$ cat src/verilog/alu_cfg.svh
//----------------------------------------------------------------------
// Data word width and saturation limits for the fixed-point ALU
//----------------------------------------------------------------------
`ifndef ALU_CFG_SVH
`define ALU_CFG_SVH

// Data path width
`define ALU_WIDTH   16

//----------------------------------------------------------------------
// Saturation values
//----------------------------------------------------------------------

// Result on positive overflow
`define ALU_MAX_POS 16'h7fff

`define ALU_MIN_NEG 16'h8000    // Result on negative overflow

`endif

$ cat src/verilog/alu_pkg.sv
//----------------------------------------------------------------------
// Opcode enum, data word type and the packed bundles used by the ALU
//----------------------------------------------------------------------
`include "alu_cfg.svh"

package alu_pkg;

    typedef logic [`ALU_WIDTH-1:0] alu_word_t;

    // Fixed-point opcodes
    typedef enum logic [4:0]
    {
        OP_ADD     = 5'd0,
        OP_ADD_CI  = 5'd1,
        OP_SUB     = 5'd2,
        OP_SUB_CI  = 5'd3,
        OP_AVG     = 5'd4,
        OP_COMP    = 5'd5,
        OP_AND     = 5'd6,
        OP_OR      = 5'd7,
        OP_XOR     = 5'd8,
        OP_NOT     = 5'd9,
        OP_REG_AND = 5'd10,
        OP_REG_OR  = 5'd11,
        OP_MIN     = 5'd12,
        OP_MAX     = 5'd13,
        OP_CLIP    = 5'd14,
        OP_ABS     = 5'd15,
        OP_PASS    = 5'd16
    } alu_op_e;

    // Execute-cycle control
    typedef struct packed
    {
        alu_op_e op;
        logic    sat;        // Saturate on overflow
        logic    ci;         // Carry in
    } alu_ctrl_t;

    // Output of one execution unit
    typedef struct packed
    {
        alu_word_t result;
        logic      av;
        logic      ac;
    } alu_unit_out_t;

    // Status flags
    typedef struct packed
    {
        logic az;            // Zero
        logic an;            // Negative
        logic ac;            // Carry
        logic av;            // Overflow
        logic as;            // Sign of x for ABS
        logic compd;         // Compare done pulse
    } alu_flags_t;

endpackage

$ cat src/verilog/alu_op_latch.sv
//----------------------------------------------------------------------
// Execute-stage register block: operands, control and enable strobe
//----------------------------------------------------------------------
`timescale 1ns/1ps

module alu_op_latch
(
    input  logic               clk,
    input  logic               reset,
    input  logic               alu_en,
    input  alu_pkg::alu_op_e   op,
    input  logic               sat,
    input  logic               ci,
    input  alu_pkg::alu_word_t x_in,
    input  alu_pkg::alu_word_t y_in,
    output alu_pkg::alu_ctrl_t ctrl,
    output alu_pkg::alu_word_t x,
    output alu_pkg::alu_word_t y,
    output logic               exec_valid
);

    //------------------------------------------------------------------
    // Strobe delay for the compare pulse
    //------------------------------------------------------------------
    always_ff @(posedge clk or negedge reset)
    begin
        if (!reset)
        begin
            exec_valid <= 1'b0;
        end
        else
        begin
            exec_valid <= alu_en;
        end
    end

    //------------------------------------------------------------------
    // Operand and control capture
    //------------------------------------------------------------------
    always_ff @(posedge clk or negedge reset)
    begin
        if (!reset)
        begin
            ctrl.op  <= alu_pkg::OP_PASS;   // Idle result is x = 0
            ctrl.sat <= 1'b0;
            ctrl.ci  <= 1'b0;
            x        <= '0;
            y        <= '0;
        end
        else if (alu_en)
        begin
            ctrl.op  <= op;
            ctrl.sat <= sat;
            ctrl.ci  <= ci;
            x        <= x_in;
            y        <= y_in;
        end
        // Otherwise hold for the execute cycle
    end

endmodule

$ cat src/verilog/alu_adder.sv
//----------------------------------------------------------------------
// Ripple-carry adder for the arithmetic opcodes, overflow and saturation
//----------------------------------------------------------------------
`timescale 1ns/1ps
`include "alu_cfg.svh"

module alu_adder
(
    input  alu_pkg::alu_ctrl_t     ctrl,
    input  alu_pkg::alu_word_t     x,
    input  alu_pkg::alu_word_t     y,
    output alu_pkg::alu_unit_out_t add_out
);

    alu_pkg::alu_word_t  b_op;       // Second operand after inversion
    logic                c_in;
    alu_pkg::alu_word_t  sum;
    logic [`ALU_WIDTH:0] carry;
    logic                ovf;        // Signed overflow of the raw sum
    logic                av_eff;

    //------------------------------------------------------------------
    // Operand forming
    //------------------------------------------------------------------
    always_comb
    begin
        case (ctrl.op)
            alu_pkg::OP_ADD_CI:
            begin
                b_op = y;
                c_in = ctrl.ci;
            end
            alu_pkg::OP_SUB, alu_pkg::OP_COMP:
            begin
                b_op = ~y;
                c_in = 1'b1;            // Two's complement of y
            end
            alu_pkg::OP_SUB_CI:
            begin
                b_op = ~y;
                c_in = ctrl.ci;         // Borrow enters as carry
            end
            default:
            begin
                b_op = y;
                c_in = 1'b0;
            end
        endcase
    end

    // Carry chain, one full adder per bit
    always_comb
    begin
        carry[0] = c_in;
        for (int i = 0; i < `ALU_WIDTH; i++)
        begin
            sum[i]       = x[i] ^ b_op[i] ^ carry[i];
            carry[i + 1] = (x[i] & b_op[i]) | (x[i] & carry[i]) | (b_op[i] & carry[i]);
        end
    end

    assign ovf    = carry[`ALU_WIDTH] ^ carry[`ALU_WIDTH-1];
    assign av_eff = ovf && (ctrl.op != alu_pkg::OP_AVG) && (ctrl.op != alu_pkg::OP_COMP);

    //------------------------------------------------------------------
    // Result and saturation
    //------------------------------------------------------------------
    always_comb
    begin
        add_out.ac = carry[`ALU_WIDTH];
        add_out.av = av_eff;
        if (ctrl.op == alu_pkg::OP_AVG)
            add_out.result = {sum[`ALU_WIDTH-1], sum[`ALU_WIDTH-1:1]};  // Arithmetic halve
        else if (ctrl.sat && av_eff)
            // Wrapped sign is opposite to the true sign
            add_out.result = sum[`ALU_WIDTH-1] ? `ALU_MAX_POS : `ALU_MIN_NEG;
        else
            add_out.result = sum;
    end

endmodule

$ cat src/verilog/alu_logic_select.sv
//----------------------------------------------------------------------
// Bitwise, reducing, MIN/MAX, CLIP, ABS and PASS operations
//----------------------------------------------------------------------
`timescale 1ns/1ps
`include "alu_cfg.svh"

module alu_logic_select
(
    input  alu_pkg::alu_ctrl_t     ctrl,
    input  alu_pkg::alu_word_t     x,
    input  alu_pkg::alu_word_t     y,
    output alu_pkg::alu_unit_out_t sel_out
);

    alu_pkg::alu_word_t mag_x;      // Magnitude of x, 8000 hex stays 8000
    alu_pkg::alu_word_t mag_y;
    logic               x_lt_y;     // Signed compare
    logic               clip_in;    // |x| below the clip limit

    //------------------------------------------------------------------
    // Magnitudes and compares
    //------------------------------------------------------------------
    assign mag_x   = x[`ALU_WIDTH-1] ? (~x + 1'b1) : x;
    assign mag_y   = y[`ALU_WIDTH-1] ? (~y + 1'b1) : y;
    assign x_lt_y  = $signed(x) < $signed(y);
    assign clip_in = mag_x < mag_y;     // Unsigned 16-bit magnitudes

    //------------------------------------------------------------------
    // Operation select
    //------------------------------------------------------------------
    always_comb
    begin
        sel_out.ac = 1'b0;              // No carry out of this unit
        sel_out.av = 1'b0;
        case (ctrl.op)
            alu_pkg::OP_AND:
                sel_out.result = x & y;
            alu_pkg::OP_OR:
                sel_out.result = x | y;
            alu_pkg::OP_XOR:
                sel_out.result = x ^ y;
            alu_pkg::OP_NOT:
                sel_out.result = ~x;
            alu_pkg::OP_REG_AND:
                sel_out.result = {{(`ALU_WIDTH-1){1'b0}}, &x};
            alu_pkg::OP_REG_OR:
                sel_out.result = {{(`ALU_WIDTH-1){1'b0}}, |x};
            alu_pkg::OP_MIN:
                sel_out.result = x_lt_y ? x : y;
            alu_pkg::OP_MAX:
                sel_out.result = x_lt_y ? y : x;
            alu_pkg::OP_CLIP:
            begin
                // Limit to |y|, keeping the sign of x
                if (clip_in)
                    sel_out.result = x;
                else if (x[`ALU_WIDTH-1])
                    sel_out.result = ~mag_y + 1'b1;
                else
                    sel_out.result = mag_y;
            end
            alu_pkg::OP_ABS:
            begin
                if (x == `ALU_MIN_NEG)
                begin
                    sel_out.av     = 1'b1;  // No positive counterpart
                    sel_out.result = ctrl.sat ? `ALU_MAX_POS : mag_x;
                end
                else
                begin
                    sel_out.result = mag_x;
                end
            end
            default:
                sel_out.result = x;     // PASS
        endcase
    end

endmodule

$ cat src/verilog/alu_result_flags.sv
//----------------------------------------------------------------------
// Result select by opcode class, status flags and compare strobe
//----------------------------------------------------------------------
`timescale 1ns/1ps

module alu_result_flags
(
    input  alu_pkg::alu_ctrl_t     ctrl,
    input  alu_pkg::alu_word_t     x,
    input  logic                   exec_valid,
    input  alu_pkg::alu_unit_out_t add_out,
    input  alu_pkg::alu_unit_out_t sel_out,
    output alu_pkg::alu_word_t     result,
    output alu_pkg::alu_flags_t    flags
);

    alu_pkg::alu_unit_out_t unit;
    logic                   use_adder;
    logic                   is_comp;

    // Opcode class decode
    always_comb
    begin
        case (ctrl.op)
            alu_pkg::OP_ADD, alu_pkg::OP_ADD_CI,
            alu_pkg::OP_SUB, alu_pkg::OP_SUB_CI,
            alu_pkg::OP_AVG, alu_pkg::OP_COMP:
                use_adder = 1'b1;
            default:
                use_adder = 1'b0;
        endcase
    end

    assign is_comp = (ctrl.op == alu_pkg::OP_COMP);
    assign unit    = use_adder ? add_out : sel_out;
    assign result  = unit.result;

    //------------------------------------------------------------------
    // Flags
    //------------------------------------------------------------------
    always_comb
    begin
        flags.az = (unit.result == '0);
        flags.an = unit.result[$bits(alu_pkg::alu_word_t)-1];
        flags.ac = unit.ac & ~is_comp;  // Compare reports no carry
        flags.av = unit.av;

        // Sign of x only for ABS
        if (ctrl.op == alu_pkg::OP_ABS)
            flags.as = x[$bits(alu_pkg::alu_word_t)-1];
        else
            flags.as = 1'b0;

        flags.compd = exec_valid & is_comp;   // One cycle after the accept
    end

endmodule

$ cat src/verilog/alu_top.sv
//----------------------------------------------------------------------
// Fixed-point ALU top level: operand latch and execution units
//----------------------------------------------------------------------
`timescale 1ns/1ps

module alu_top
(
    input  logic                clk,
    input  logic                reset,
    input  logic                alu_en,
    input  alu_pkg::alu_op_e    op,
    input  logic                sat,
    input  logic                ci,
    input  alu_pkg::alu_word_t  x_in,
    input  alu_pkg::alu_word_t  y_in,
    output alu_pkg::alu_word_t  result,
    output alu_pkg::alu_flags_t flags
);

    alu_pkg::alu_ctrl_t     ctrl;
    alu_pkg::alu_word_t     x;
    alu_pkg::alu_word_t     y;
    logic                   exec_valid;
    alu_pkg::alu_unit_out_t add_out;   // Arithmetic unit
    alu_pkg::alu_unit_out_t sel_out;   // Logic and select unit

    //------------------------------------------------------------------
    // Execute-stage registers
    //------------------------------------------------------------------
    alu_op_latch u_latch
    (
        .clk        (clk),
        .reset      (reset),
        .alu_en     (alu_en),
        .op         (op),
        .sat        (sat),
        .ci         (ci),
        .x_in       (x_in),
        .y_in       (y_in),
        .ctrl       (ctrl),
        .x          (x),
        .y          (y),
        .exec_valid (exec_valid)
    );

    // Execution units
    alu_adder u_adder
    (
        .ctrl    (ctrl),
        .x       (x),
        .y       (y),
        .add_out (add_out)
    );

    alu_logic_select u_logic
    (
        .ctrl    (ctrl),
        .x       (x),
        .y       (y),
        .sel_out (sel_out)
    );

    alu_result_flags u_flags
    (
        .ctrl       (ctrl),
        .x          (x),
        .exec_valid (exec_valid),
        .add_out    (add_out),
        .sel_out    (sel_out),
        .result     (result),
        .flags      (flags)
    );

endmodule

$ cat config.mk
export PLATFORM = sky130hd
export DESIGN_NAME = alu_top
export DESIGN_NICKNAME = d
export VERILOG_FILES = /design/src/verilog/alu_pkg.sv /design/src/verilog/alu_op_latch.sv /design/src/verilog/alu_adder.sv /design/src/verilog/alu_logic_select.sv /design/src/verilog/alu_result_flags.sv /design/src/verilog/alu_top.sv
export VERILOG_INCLUDE_DIRS = /design/src /design/src/verilog
export SDC_FILE = /design/constraint.sdc
export NUM_CORES = 1
export LEC_CHECK = 0
export BUFFER_PORTS_ARGS = -buffer_cell sky130_fd_sc_hd__buf_2
export CAP_MARGIN = 10
export CORE_UTILIZATION = 35
export CTS_CLUSTER_DIAMETER = 40
export DETAILED_ROUTE_END_ITERATION = 16
export SLEW_MARGIN = 20
export SYNTH_ARGS = -nofsm -noshare
export SYNTH_HDL_FRONTEND = slang
export SYNTH_SLANG_ARGS = --single-unit
$ cat constraint.sdc
create_clock -name clk -period 12.6 [get_ports clk]
set_clock_uncertainty 0.05 [all_clocks]
set_input_delay 2.52 -clock clk [delete_from_list [all_inputs] [get_ports clk]]
set_output_delay 2.52 -clock clk [all_outputs]
set_load 0.02 [all_outputs]
==> flow_summary.ini <==
[floorplanning]
coreArea_um2 = 18100
fp.dieArea_um2 = 19100
ioPinCount = 64
initial_utilization_pct = 36.0
die_x_um = 138
dieHeight_um = 138
rows = 49

[global_routing]
grt_pass1_vias = 6497
overflow = 0
antenna_found_initial = 0
maximum_number_of_pins_on_one_net_before_global_route_repair = 76
grt_pass1_wl_um = 40800
grt_util_all_layers_pct = 28.1

[sta]
clock_period_minus_worst_slack_ps = 12280
worst_slew_pin_slew_ps = 939
slew_violations = 0
max_slew_headroom_pct = 37.4
fin_setup_tns_ps = 0
timing.hold.ws_ps = 520
setup_viol_count_final = 0
rsz0062_at_grt = false
report.final.hold_viol_count = 0
finalCritPeriodShare_pct = 97.4
clock.fmax_mhz = 81.5

[route]
ant_nets = 0
drt_first_pass_iters = 11
final_routed_drc_violation_total = 6
routed_via_density = 6.30
routed_wirelength_um = 26800
vias = 7010
detailedRoute.firstIterationViolations = 923
routed_wire_length_per_instance_um = 24.1

[layout]
ratio_of_cells_with_drive_above_1_in_the_final_layout_pct = 16.2
nFillCells = 1880
finalNetCount = 1007
finish.instance_area_um2 = 7180
syn_to_final_growth_pct = 10.4
antenna_cells_inserted = 0

[critical_path]
crit_path_max_incr_delay_ps = 430
critPathSlowestCell = dfrtp_2
r2r.worst_path.cells = 3
path_class = reg2out
critical_path.max_fanout = 8
timing.critical_path.arrival_ps = 9710
r2r_end = u_latch.ctrl[6]
crit_path_start = u_latch.ctrl[2]
crit_required_ps = 10030
cell_repeated_most_along_the_worst_path = fa_1
crit-reg2reg-launch = u_latch.ctrl[6]
cp-start-kind = flop
timing.reg2reg.setup_slack_ps = 11130
endpoint_kind = output pin

[status]
failed_checks = design-rule violations
outcome = finished, violations left

[logic_synthesis]
yosysWarnings = 0
syn_area_per_cell_um2 = 7.68
synth_fp_nets = 971
synthDistinctLibCells = 83
synth-seq-cells = 40
ys_dominant_reg_cell = dfrtp_1
synth_enable_flop_cells = 0
ys_async_sr_fraction_pct = 100
netlist_area_um2 = 6500
yosysSeqAreaShare_pct = 15.4
synth_cells = 847

[clock_network]
worst_skew_pair.late_latency_ps = 290
tritoncts = done
cts.sink_count = 40
cts_htree_levels = 2
clk_pin_slew_worst_paths_ps = 60
clk_path_buf_depth = 2
cts-root-buf = clkbuf_16
postCtsHoldBufs = 0
cts_made_buffers = 5

[place]
place.gp.congestion = 1.04
io_buffer_count = 63
place_area_um2 = 6940
dpl.hpwl_um = 20600

[power]
cellPowerDensity_nw_per_um2 = 112
finalPower_uw = 804
max-vdd-ir-drop_mv = 0.0720
p_leak_nw = 2.87

[min_path]
holdCritStartpoint = u_latch.ctrl[0]
min_path_type = reg2reg
holdPathEnd = u_latch.ctrl[0]
worst_hold_path.num_cells = 2

[job]
max_cap_viol_count = 0
## power breakdown
group          internal, mW  switching [mW]  leakage (nW)  total, mW
sequential            0.140          0.0304         0.480      0.170
clock                0.0845          0.0560        0.0772      0.141
combinational         0.184           0.309          2.32      0.493
total                 0.409           0.395          2.87      0.804
## through the flow
stage / setup slack [ps] / utilization, % / std cells
6_report: 324 / 39.7 / 1113
3_3_place_gp: 436 / 38.3 / 1101
2_1_floorplan: 93.2 / - / 847
3_5_place_dp: 354 / 38.3 / 1101
4_1_cts: 19.1 / 39.2 / 1109
5_1_grt: 28.2 / 39.7 / 1113
## layer usage
metal | part of all wire, % | GRT usage [%] | up-vias
li1 | - | - | 3181
met3 | 10 | 5.13 | 84
met1 | 42 | 38.6 | 3286
met5 | 0 | 0 | -
met4 | 5.3 | 16.1 | 0
met2 | 42 | 41.0 | 459
## cell usage after synthesis (all sizes together) (5+ instances only)
library cell | n | area share (%)
o22ai | 13 | 1.3
or3 | 10 | 1.0
or2 | 8 | 0.77
nand2b | 6 | 0.58
nand2 | 91 | 5.3
a21boi | 5 | 0.58
or4 | 6 | 0.81
a31oi | 9 | 0.87
xor2 | 6 | 0.81
dfrtp | 39 | 15
nand3 | 18 | 1.5
a221oi | 10 | 1.3
o211ai | 13 | 1.5
a21oi | 53 | 4.1
xnor2 | 46 | 6.2
nand4 | 8 | 0.77
mux2i | 7 | 1.1
o31ai | 14 | 1.6
nand3b | 5 | 0.58
o21ai | 94 | 7.2
nor3 | 32 | 2.5
ha | 66 | 13
nor2 | 40 | 2.3
nor2b | 7 | 0.67
a2111oi | 7 | 1.2
nor4 | 6 | 0.77
clkbuf | 44 | 3.1
o21a | 9 | 1.0
mux2 | 7 | 1.2
o2111ai | 7 | 0.94
and3 | 5 | 0.56
fa | 16 | 4.9
a211oi | 17 | 2.0
buf | 16 | 2.1
inv | 48 | 2.8
## timing repair
action	CTS	global route
resized for setup	0	15
hold endpoints to repair	0	0
buffers inserted	0	4
endpoints found under the setup margin	0	3
## area by class of cell
cell class,count,area [um2],area share (%)
Clock buffer,8,156,2.18
Inverter,49,184,2.56
Multi-Input combinational cell,697,5020,69.9
Sequential cell,40,1000,14.0
Tap cell,229,287,3.99
Timing Repair Buffer,90,527,7.34
## flip-flops by register name, indices dropped and copies added, names as in the netlist
register,cells
u_latch.y,16
u_latch.ctrl,7
u_latch.exec_valid,1
u_latch.x,16
## worst max-delay path, delay by kind of cell, from the launching register on
family / cells / cell delay, ps
buf+inv: 2 / 370
simple gates: 5 / 890
xor+xnor: 2 / 370
mux: 1 / 240
fa+ha+maj: 16 / 6320
flops: 1 / 430
compound gates: 5 / 800
## worst max-delay path by stage
stage | to | slack (ps)
after global placement | flags[5] | 440
after global routing | flags[5] | 30
after floorplan | flags[5] | 90
final | flags[5] | 320
after detailed placement | flags[5] | 350
after CTS | flags[5] | 20
## logic make-up after synthesis
| kind of cell | Yosys count | synth area share (%) |
|---|---|---|
| multiplexers | 14 | 2.29 |
| AO/OA/AOI/OAI | 292 | 29.2 |
| AND/OR/NAND/NOR | 257 | 20.2 |
| flip-flops | 40 | 15.4 |
| XOR/XNOR | 52 | 7.00 |
| adder cells (fa/ha/maj) | 82 | 17.6 |
| buffers and inverters | 110 | 8.29 |
## layout by cell type, fill, tap and decap left out, types with 5 or more instances in the layout
cell	Yosys	final
or3_1	9	9
a21oi_1	53	52
buf_2	1	61
or2_2	8	8
buf_4	2	28
nand3b_1	5	5
inv_1	48	48
nor2b_1	7	7
o21a_1	9	9
xnor2_1	46	46
dfrtp_1	39	37
mux2_2	7	7
o2111ai_1	7	7
mux2i_1	7	6
nand2b_1	6	6
nand2_1	90	90
a2111oi_0	6	6
fa_1	16	12
nand3_1	17	17
o211ai_1	13	13
nor2_1	40	37
o22ai_1	13	13
a31oi_1	9	9
o31ai_1	14	14
clkbuf_16	0	5
a211oi_1	17	17
a221oi_1	10	10
nand4_1	8	8
xor2_1	6	5
o21ai_0	91	90
a21boi_0	5	5
ha_1	66	66
nor3_1	32	32
Note: power is estimated with default switching activity, not from simulation.
